`src/verilog/stream_activity_monitor.sv`:
```
`timescale 1ns/10ps
`default_nettype none

module stream_activity_monitor #(
  parameter int unsigned PROBE_HALF_PERIOD = 7903334  // Strobes per probe half period
) (
  input  wire        cmos_pclk,
  input  wire        I_rst_n,
  input  wire        cam_wr_i,       // Accepted camera word
  input  wire        full_i,         // FIFO full
  input  wire        almost_full_i,  // FIFO almost full
  output logic       probe_o,        // Frame-rate probe square wave
  output logic [2:0] led_o           // Status LEDs, active low
);

  localparam int unsigned CW = $clog2(PROBE_HALF_PERIOD + 1);
  localparam logic [CW-1:0] LAST_STROBE = CW'(PROBE_HALF_PERIOD - 1);

  // =========================================================================
  // Frame-rate probe
  // =========================================================================

  logic [CW-1:0] strobe_cnt;  // Camera strobes in this half period

  // Counts only accepted camera words, markers and blocked strobes excluded
  always_ff @(posedge cmos_pclk or negedge I_rst_n) begin
    if (!I_rst_n) begin
      strobe_cnt <= '0;
      probe_o    <= 1'b0;
    end else if (cam_wr_i) begin
      if (strobe_cnt == LAST_STROBE) begin
        strobe_cnt <= '0;         // Start next half period
        probe_o    <= ~probe_o;   // Toggle on the last strobe
      end else begin
        strobe_cnt <= strobe_cnt + 1'b1;
      end
    end
  end

  // =========================================================================
  // Status LEDs
  // =========================================================================

  assign led_o[0] = ~full_i;         // Lit when FIFO full
  assign led_o[1] = ~almost_full_i;  // Lit when nearly full
  assign led_o[2] = ~probe_o;        // Blinks with the probe, off after reset

endmodule

`default_nettype wire

```
`config.mk`:
```
export PLATFORM = sky130hd
export DESIGN_NAME = stream_activity_monitor
export DESIGN_NICKNAME = d
export VERILOG_FILES = /design/src/verilog/stream_activity_monitor.sv
export SDC_FILE = /design/constraint.sdc
export NUM_CORES = 1
export LEC_CHECK = 0
export BUFFER_PORTS_ARGS = -buffer_cell sky130_fd_sc_hd__buf_2
export CORE_MARGIN = 10
export CORE_UTILIZATION = 34
export CTS_CLUSTER_DIAMETER = 120
export CTS_CLUSTER_SIZE = 28
export DETAILED_ROUTE_END_ITERATION = 6
export GPL_TIMING_DRIVEN = 0
export PLACE_DENSITY = 0.5
export SETUP_SLACK_MARGIN = 0.4
export SYNTH_ARGS = -nofsm -noshare
export SYNTH_HDL_FRONTEND = slang
export SYNTH_SLANG_ARGS = --single-unit
```
`constraint.sdc`:
```
create_clock -name cmos_pclk -period 1.7 [get_ports cmos_pclk]
set_input_delay 0.17 -clock cmos_pclk [delete_from_list [all_inputs] [get_ports cmos_pclk]]
set_output_delay 0.17 -clock cmos_pclk [all_outputs]
set_load 0.005 [all_outputs]
```
==> results by group <==
Outcome
  • Outcome: complete, but fails checks
  • Failing checks: setup timing

Logic synthesis
  • EDFF count, synth: 0
  • Synthesized cell area: between 0.001 and 0.0015 mm2
  • Mapped Avg Cell Area: 9.94 um2
  • Yosys reg bits: 24
  • Post-synth cell types: 36
  • Post-Syn Nets: between 100 and 150
  • Post-synth ARST share: 100%
  • Synth Flop Type: dfrtp_1
  • Synth Instances: approximately 130
  • Sequential share of the synthesized area: 47.2%
  • Yosys warns: 0

Drt
  • ANT nets after route: 0
  • Via-to-Cell Ratio: 5.41
  • DRT Pass-1 Iters: 5
  • Final WL: around 3.6 mm
  • Routed vias: between 1,000 and 1,500
  • Drt initial violations: 63
  • Average routed wire per standard cell: about 17 um
  • DR DRC count: 0

Power and ir drop
  • Worst VDD drop: approximately 400 uV
  • Pwr/cell area: roughly 770 mW/mm2
  • Lkg Pwr: 0.885 nW
  • Power, Total: between 1.5 and 2 mW

STA
  • Post-Route Skew: between 0.006 and 0.007 ns
  • Final Setup Violations: 2
  • Count of pins over their slew limit: 0
  • Final Cycle Share: 101%
  • RSZ-0062 raised after global routing: yes
  • Final Worst Setup Slack: -0.0153 ns
  • Relative slew slack: 63.4%
  • Max Fclk: a little under 600 MHz
  • Final Hold Fails: 0
  • Setup TNS: -0.0256 ns
  • Worst-Margin Slew: roughly 0.55 ns
  • Tmin final: roughly 1.7 ns

Global routing
  • Vias in the first global route: about 1,200
  • First-pass GRT wire length: between 5 and 6 mm
  • Initial antenna violation count: 0
  • Largest net degree at the start of global routing: 25
  • GRT Resource Usage Total: roughly 11%
  • GR Overflow Total: 0

Flow run
  • Max_cap viols: 0

Setup path
  • Reg2reg setup slack: -0.02 ns
  • Crit Path Class: register to register
  • Worst r2r src: strobe_cnt[13]$_DFFE_PN0P_
  • Setup crit end kind: register
  • Register-to-Register Path Depth: 5
  • Worst Path Max Fanout: 2
  • CP required: about 1.9 ns
  • R2R Path End: strobe_cnt[20]$_DFFE_PN0P_
  • Critical Path Source Type: register
  • Critical Path AT: approximately 1.9 ns

Place
  • Gpl congestion: between 0.7 and 0.8
  • Placement Setup Slack: -0.139 ns
  • DP Area: approximately 0.0014 mm2
  • Hpwl dp: 1.94 mm
  • # port buffers: 8

CTS
  • Clock transition at the registers of the reported paths: about 0.09 ns
  • Clk_lat worst skew: 0.27 ns
  • Max clock buf depth: 2
  • CTS tree: yes
  • Clk sink count: 24
  • # H-tree levels: 1
  • TritonCTS Buffers: 3
  • CTS root buffer: clkbuf_8

Floorplan
  • Core area: around 0.0036 mm2
  • Die H: between 80 and 90 um
  • Horiz. Die Dim: just over 80 um
  • Initial Util: a little over a third
  • Site Rows: 22
  • # IOs: 9
  • Die area: between 0.006 and 0.007 mm2

Layout
  • Area grow syn2layout: 54.5%
  • Most common cell after layout, fill and taps aside: buf_4
  • Nets: between 150 and 200
  • Post-route design area: about 0.002 mm2
  • Ant diodes: 0
  • Leading cell types in the layout, fill and taps excluded: buf_4, dfrtp_1, inv_1, buf_6
  • Share of cells above drive strength 1: between 50 and 60%

Hold path
  • HP Class: primary input to asynchronous set/reset pin
-- cell families after synthesis --
logic type	synth area share (%)
muxes	0.787
and+or+nand+nor	27.6
xor gates and xnor gates	8.95
DFF	47.2
buffers and inverters	4.23
adders and majority gates	1.97
AOI/OAI and AO/OA	9.24
-- area by class of cell --
cell class	count	area [um2]
clock buffer	4	45.0
inverter	9	33.8
timing repair buffer	39	330
tap	48	60.1
buffer	3	22.5
multi-input combinational	92	865
sequential	24	609
fill	313	1670
-- worst max-delay path, stage by stage (launching register included) --
cell     delay [ns]
dfrtp_1        0.38
nand4_1        0.13
buf_4          0.16
or4_4          0.51
or3_1          0.33
a21oi_2        0.13
-- synth_stat cells, types with 2 or more instances --
cell | count | area [um2]
a21oi_1 | 8 | 40.0
a31o_2 | 2 | 17.5
and4_1 | 2 | 17.5
and4b_1 | 2 | 20.0
dfrtp_1 | 24 | 601
ha_1 | 2 | 25.0
inv_1 | 9 | 33.8
nand2_1 | 7 | 26.3
nand3_1 | 6 | 30.0
nand4_1 | 8 | 50.1
nand4_2 | 2 | 25.0
nand4b_1 | 2 | 17.5
nor2_1 | 7 | 26.3
nor3_1 | 3 | 15.0
nor4_1 | 4 | 25.0
o21ai_0 | 8 | 40.0
or3_1 | 2 | 12.5
xnor2_1 | 8 | 70.1
xor2_1 | 5 | 43.8
-- worst max path at each step --
stage / depth (start not counted) / slack, ns / endpoint / start
6_report: 5 / -0.02 / strobe_cnt[20]$_DFFE_PN0P_ / strobe_cnt[13]$_DFFE_PN0P_
3_5_place_dp: 5 / -0.14 / strobe_cnt[20]$_DFFE_PN0P_ / strobe_cnt[1]$_DFFE_PN0P_
3_3_place_gp: 5 / -0.15 / strobe_cnt[16]$_DFFE_PN0P_ / strobe_cnt[1]$_DFFE_PN0P_
4_1_cts: 5 / 0.05 / strobe_cnt[20]$_DFFE_PN0P_ / strobe_cnt[5]$_DFFE_PN0P_
2_1_floorplan: 5 / -0.007 / strobe_cnt[20]$_DFFE_PN0P_ / strobe_cnt[1]$_DFFE_PN0P_
5_1_grt: 5 / -0.06 / strobe_cnt[19]$_DFFE_PN0P_ / strobe_cnt[2]$_DFFE_PN0P_
-- flip-flops by register name, indices dropped and copies added (netlist names) --
name and count:
strobe_cnt 23, probe_o 1
-- through the flow --
step / hold slack [ns] / util, % / cells
floorplan: -0.126 / - / 128
global placement: 0.184 / 39.4 / 184
detailed placement: 0.199 / 39.4 / 184
CTS: 0.359 / 48.9 / 213
global route: 0.454 / 54.1 / 219
finish: 0.418 / 54.1 / 219
-- routing by layer --
metal | up-vias | track usage (%) | share of wire [%]
li1 | 557 | - | -
met1 | 589 | 14.1 | 46
met2 | 31 | 18.6 | 48
met3 | 8 | 2.32 | 4.1
met4 | 0 | 3.81 | 2.3
met5 | - | 0 | 0
-- power by group --
part | internal, mW | total (mW) | switching (mW)
sequential | 0.639 | 0.729 | 0.0901
clock | 0.168 | 0.353 | 0.186
combinational | 0.202 | 0.428 | 0.226
-- repair_timing --
action                                  in CTS  in global routing
endpoints found under the hold margin       24                  0
pin swaps                                   15                 16
buffers inserted                            24                  6
resized for setup                           25                 31
hold buffers                                 1                  0
endpoints found under the setup margin      22                 22
No activity file was read; power rests on OpenSTA's default activity.
