File: config.mk
export PLATFORM = sky130hd
export DESIGN_NAME = frame_marker_insert_flat
export DESIGN_NICKNAME = d
export VERILOG_FILES = /design/src/verilog/cam_stream_pkg.sv /design/src/verilog/pix_wr_if.sv /design/src/verilog/frame_marker_insert.sv /design/src/flat_wrapper.sv
export SDC_FILE = /design/constraint.sdc
export NUM_CORES = 1
export LEC_CHECK = 0
export BUFFER_PORTS_ARGS = -buffer_cell sky130_fd_sc_hd__buf_2
export CELL_PAD_IN_SITES_DETAIL_PLACEMENT = 1
export CELL_PAD_IN_SITES_GLOBAL_PLACEMENT = 2
export CORE_ASPECT_RATIO = 1.1
export CORE_MARGIN = 3
export CORE_UTILIZATION = 24
export CTS_CLUSTER_SIZE = 28
export DETAILED_ROUTE_END_ITERATION = 10
export GPL_TIMING_DRIVEN = 0
export PLACE_DENSITY_LB_ADDON = 0.1
export RECOVER_POWER = 25
export SLEW_MARGIN = 40
export SYNTH_ARGS = -nofsm -noshare
export SYNTH_HDL_FRONTEND = slang
export SYNTH_SLANG_ARGS = --single-unit
File: constraint.sdc
create_clock -name cmos_pclk -period 2.15 [get_ports cmos_pclk]
set_input_delay 0.1075 -clock cmos_pclk [delete_from_list [all_inputs] [get_ports cmos_pclk]]
set_output_delay 0.1075 -clock cmos_pclk [all_outputs]
set_load 0.01 [all_outputs]
File: src/verilog/cam_stream_pkg.sv
`default_nettype none

package cam_stream_pkg;

  // =========================================================================
  // Word and byte types
  // =========================================================================

  typedef logic [15:0] pix_word_t;  // Camera pixel and FIFO word
  typedef logic [7:0] usb_byte_t;   // One byte towards the USB side

  // =========================================================================
  // Marker inserter FSM
  // =========================================================================

  typedef enum logic {
    MARK_IDLE   = 1'b0,  // Camera words pass through
    MARK_INSERT = 1'b1   // Marker burst in progress
  } marker_state_e;

  localparam pix_word_t MARKER_WORD = 16'h0101;  // Start-of-frame filler word

  // =========================================================================
  // FIFO and pixel format constants
  // =========================================================================

  // Almost-full once fewer than this many word slots remain
  localparam int unsigned AFULL_MARGIN = 4;

  // RGB565 field widths after reordering, red on top
  localparam int unsigned RED_W   = 5;
  localparam int unsigned GREEN_W = 6;
  localparam int unsigned BLUE_W  = 5;

endpackage

`default_nettype wire
File: src/verilog/pix_wr_if.sv
`timescale 1ns/10ps
`default_nettype none

// Write path from the marker inserter into the packet FIFO
interface pix_wr_if;

  cam_stream_pkg::pix_word_t wr_data;  // Word to store
  logic                      wr_en;    // Store request, lost when full
  logic                      full;     // No free word slot
  logic                      almost_full;  // Fewer than AFULL_MARGIN slots free

  modport writer (
    output wr_data,
    output wr_en,
    input  full,
    input  almost_full
  );

  modport fifo (
    input  wr_data,
    input  wr_en,
    output full,
    output almost_full
  );

endinterface

`default_nettype wire

File: src/verilog/frame_marker_insert.sv
`timescale 1ns/10ps
`default_nettype none

module frame_marker_insert #(
  parameter int unsigned MARKER_LEN = 1000  // Burst is MARKER_LEN+1 words
) (
  input  wire                            cmos_pclk,
  input  wire                            I_rst_n,
  input  wire                            vsync_i,   // Camera frame sync
  input  wire                            href_i,    // Camera data valid
  input  wire cam_stream_pkg::pix_word_t pix_i,     // Raw camera word
  pix_wr_if.writer                       wr_if,     // Towards the FIFO
  output logic                           cam_wr_o   // Camera word accepted
);

  localparam int unsigned CNT_W = $clog2(MARKER_LEN + 2);
  localparam logic [CNT_W-1:0] LAST_CNT = CNT_W'(MARKER_LEN);

  // Field boundaries in the raw camera word
  localparam int unsigned G_LO = cam_stream_pkg::RED_W;
  localparam int unsigned B_LO = cam_stream_pkg::RED_W + cam_stream_pkg::GREEN_W;
  localparam int unsigned B_HI = B_LO + cam_stream_pkg::BLUE_W - 1;

  // =========================================================================
  // Colour field reorder
  // =========================================================================

  logic [cam_stream_pkg::RED_W-1:0]   red;
  logic [cam_stream_pkg::GREEN_W-1:0] green;
  logic [cam_stream_pkg::BLUE_W-1:0]  blue;
  cam_stream_pkg::pix_word_t          pix_swapped;

  assign red         = pix_i[G_LO-1:0];  // Low field moves to the top
  assign green       = pix_i[B_LO-1:G_LO];  // Middle stays in place
  assign blue        = pix_i[B_HI:B_LO];  // Top field drops to the bottom
  assign pix_swapped = {red, green, blue};

  // =========================================================================
  // Vsync edge and marker burst FSM
  // =========================================================================

  cam_stream_pkg::marker_state_e state_q;
  logic [CNT_W-1:0]              burst_cnt;  // Words emitted so far
  logic                          vsync_q;    // Previous vsync sample
  logic                          vsync_rise;
  logic                          in_burst;
  logic                          cam_wr;

  // Rises during a burst are ignored
  assign vsync_rise = vsync_i & ~vsync_q & (state_q == cam_stream_pkg::MARK_IDLE);
  assign in_burst   = (state_q == cam_stream_pkg::MARK_INSERT);

  always_ff @(posedge cmos_pclk or negedge I_rst_n) begin
    if (!I_rst_n) begin
      vsync_q   <= 1'b0;
      state_q   <= cam_stream_pkg::MARK_IDLE;
      burst_cnt <= '0;
    end else begin
      vsync_q <= vsync_i;  // Edge detect history
      case (state_q)
        cam_stream_pkg::MARK_IDLE: begin
          if (vsync_rise) begin
            state_q   <= cam_stream_pkg::MARK_INSERT;  // Burst starts next cycle
            burst_cnt <= '0;
          end
        end
        cam_stream_pkg::MARK_INSERT: begin
          if (burst_cnt == LAST_CNT) begin
            state_q <= cam_stream_pkg::MARK_IDLE;  // Last marker word this cycle
          end else begin
            burst_cnt <= burst_cnt + 1'b1;
          end
        end
        default: begin
          state_q <= cam_stream_pkg::MARK_IDLE;
        end
      endcase
    end
  end

  // =========================================================================
  // Write mux
  // =========================================================================

  // Camera words held back near full, dropped during a burst
  assign cam_wr = ~in_burst & href_i & ~wr_if.almost_full;

  assign wr_if.wr_en   = in_burst | cam_wr;  // Markers ignore almost-full
  assign wr_if.wr_data = in_burst ? cam_stream_pkg::MARKER_WORD : pix_swapped;
  assign cam_wr_o      = cam_wr;  // Strobe for the frame-rate probe

endmodule

`default_nettype wire

File: src/flat_wrapper.sv
// flat-port wrapper written by rule: the top's interface ports become plain ports
module frame_marker_insert_flat 
#(
  parameter int unsigned MARKER_LEN = 1000                                
)
  (cmos_pclk, I_rst_n, vsync_i, href_i, pix_i, cam_wr_o, wr_if_wr_data, wr_if_wr_en, wr_if_full, wr_if_almost_full);
  pix_wr_if wr_if_i ();
  input  wire cmos_pclk;
  input  wire I_rst_n;
  input  wire vsync_i;
  input  wire href_i;
  input  wire cam_stream_pkg::pix_word_t pix_i;
  output logic cam_wr_o;
  output wire logic [$bits(wr_if_i.wr_data)-1:0] wr_if_wr_data;
  output wire logic [$bits(wr_if_i.wr_en)-1:0] wr_if_wr_en;
  input wire logic [$bits(wr_if_i.full)-1:0] wr_if_full;
  input wire logic [$bits(wr_if_i.almost_full)-1:0] wr_if_almost_full;
  assign wr_if_wr_data = wr_if_i.wr_data;
  assign wr_if_wr_en = wr_if_i.wr_en;
  assign wr_if_i.full = wr_if_full;
  assign wr_if_i.almost_full = wr_if_almost_full;
  frame_marker_insert #(.MARKER_LEN(MARKER_LEN)) u_core (.cmos_pclk(cmos_pclk), .I_rst_n(I_rst_n), .vsync_i(vsync_i), .href_i(href_i), .pix_i(pix_i), .wr_if(wr_if_i), .cam_wr_o(cam_wr_o));
endmodule
==> flow_summary_export.csv <==
group,metric,value,unit
global_routing,grt_pass1_wl,3640,um
setup_path,cp_max_fo,7,
finish,area_delta_synth_final,37.1,%
run,drv_cap,0,
synth,yosys.area.top_type,"dfrtp_1",
setup_path,worst-r2r-setup-slack,0.45,ns
clocking,path_clk_slew,0.08,ns
floorplanning,die_h,65.5,um
setup_path,regToRegEndpoint,"u_core.burst_cnt[0]",
synth,synth_common_cells,"14 x nor2b_1, 12 x dfrtp_1, 8 x nand2_1",
finish,layoutNonFillerInstCount,160,
power_and_ir_drop,power.density,852,nW/um^2
clocking,cts_buffer_depth,2,
routing,num_vias,745,
sta,hold_viol,0,
sta,max_freq,0.588,GHz
clocking,insertion_delay,0.28,ns
sta,setup_slack,0.450,ns
floorplanning,die-area,3940,sq um
setup_path,required,2.32,ns
global_routing,grt_antenna_before_repair,0,
routing,routed_wl,2150,um
synth,syn_nets,107,
power_and_ir_drop,power.leakage,0.528,nW
placed_design,dpl.hpwl,1710,um
routing,firstDrtPassIters,6,
setup_path,critPathCaptureType,"register",
sta,skew,0.000789,ns
synth,ys_async_sr_fraction,100,%
global_routing,grt_pass1_vias,776,
floorplanning,start_util,26.4,%
routing,wire_per_inst,13.4,um
floorplanning,die_w,60.1,um
setup_path,reg2reg_depth,6,
floorplanning,rows,20,
routing,postRouteAntennaNets,0,
setup_path,arrival,1.87,ns
synth,ys_ff_latch,12,
routing,route.detailed.drc,0,
placed_design,place.gp.congestion,0.760,
placed_design,post-place-ws,0.442,ns
sta,period_needed,1.70,ns
setup_path,start_kind,"register",
synth,yosysTopAreaCellShare,38.8,%
clocking,numCtsBuffers,3,
sta,timing.final.crit_share,79.1,%
synth,synth_ff_type,"dfrtp_1",
synth,synth.distinct_cells,25,
placed_design,port_buffers,38,
synth,synth_edf_count,0,
finish,n_antenna_cell,0,
finish,nFillCells,370,
sta,setup_violations,0,
floorplanning,pin_count,40,
clocking,root_buffer,"clkbuf_4",
finish,drive_gt1_share,39.4,%
placed_design,placed_cell_area,1000,sq um
run_status,status,"finished clean",
floorplanning,core,2930,sq um
sta,rsz0062_at_grt,"false",
synth,ys.warnings.count,0,
sta,tightest_slew,0.683,ns
sta,fin_setup_tns,0,ns
synth,avgSynthCellArea,9.32,sq um
clocking,cts_tree,"yes",
synth,synth.most_common_cell,"nor2b_1",
routing,vias_per_cell,4.66,
routing,drtIter0Drc,21,
power_and_ir_drop,peakVddDrop,0.000402,V
clocking,cts_sinks,12,
setup_path,critPathKind,"register to register",
clocking,cts_max_level,1,
clocking,post_cts_resized,0,
synth,syn-cell-area,773,sq um
placed_design,placedCellCount,154,
sta,slew-limit-headroom,54.4,%
finish,fin_area,1060,sq um
setup_path,r2r-start,"u_core.burst_cnt[0]",
synth,syn_inst,83,
hold_path,min-delay-path-class,"input port to async pin",
synth,seq_area_frac_synth,38.8,%
finish,num-nets-final,152,
sta,finalMaxSlewViolations,0,
power_and_ir_drop,power,0.903,mW
synth,synth_area_leaders,"dfrtp_1 39%, nor2b_1 11%, a22o_1 5.7%, nand2_1 3.9%, xnor2_1 3.4%",
global_routing,grtUsageTotal,12.3,%
global_routing,grt.overflow.total,0,
global_routing,grt_max_degree,13,
[critical path, cell delays in order, from the launching register on]
cell	delay, ns
dfrtp_1	0.41
inv_1	0.06
ha_1	0.20
and4bb_4	0.21
a31oi_4	0.28
nor2_2	0.15
mux2_4	0.27
[worst max path at each step]
stage	startpoint	end	slack, ns	cells past startpoint
3_5_place_dp	u_core.burst_cnt[0]	u_core.burst_cnt[0]	0.44	6
5_1_grt	u_core.burst_cnt[0]	u_core.burst_cnt[0]	0.35	6
2_1_floorplan	u_core.burst_cnt[0]	u_core.burst_cnt[0]	0.61	6
6_report	u_core.burst_cnt[0]	u_core.burst_cnt[0]	0.45	6
3_3_place_gp	u_core.burst_cnt[0]	u_core.burst_cnt[0]	0.47	6
4_1_cts	u_core.burst_cnt[0]	u_core.burst_cnt[0]	0.43	6
[cell usage in the layout (no fill, tap or decap), types with 4 or more instances in the layout]
cell type,n
nor2_1,5
buf_2,37
dfrtp_1,12
nor2b_1,14
nand2_1,8
a22o_1,5
inv_1,5
nand3_1,4
[timing repair]
| item | 4_1_cts | 5_1_grt |
|---|---|---|
| hold endpoints to repair | 13 | 0 |
| buffers inserted | 0 | 0 |
| hold buffers | 2 | 0 |
[area by class of cell]
class	count	area, sq um	area share [%]
inverter	5	18.8	1.77
tap	33	41.3	3.90
buffer	2	7.51	0.708
clock buffer	4	36.3	3.42
multi-input combinational	64	447	42.1
timing repair buffer	40	209	19.7
sequential	12	300	28.3
[sequential cells by signal (all words and copies together), names as in the netlist]
register / count
u_core.in_burst: 1
u_core.vsync_q: 1
u_core.burst_cnt: 10
[through the flow]
stage / hold WS [ns] / util (%)
after floorplan: -0.188 / -
after global placement: 0.00678 / 34.3
after detailed placement: 0.00617 / 34.3
after CTS: 0.234 / 36.2
after global routing: 0.428 / 36.2
final: 0.372 / 36.2
[cells by family (layout without fill, tap and decap cells)]
| logic type | Yosys count | count (layout) | synth area share (%) |
|---|---|---|---|
| AOI/OAI and AO/OA | 12 | 12 | 13.1 |
| DFF | 12 | 12 | 38.8 |
| buffers and inverters | 7 | 51 | 3.40 |
| adders and majority gates | 2 | 2 | 3.24 |
| xor gates and xnor gates | 6 | 6 | 6.80 |
| and+or+nand+nor | 42 | 42 | 31.4 |
| muxes | 2 | 2 | 3.24 |
[layer usage]
metal	part of all wire (%)	global-route usage, %
met1	43	15.3
met2	47	20.0
met3	7.6	1.57
met4	2.2	6.65
met5	0	0
[report_power, final]
part	leakage, nW	internal (mW)	switching, mW
registers	0.150	0.293	0.0970
clock network	0.0210	0.103	0.0829
logic	0.356	0.170	0.156
total	0.528	0.566	0.336
Power figures use the tool's default switching activity.
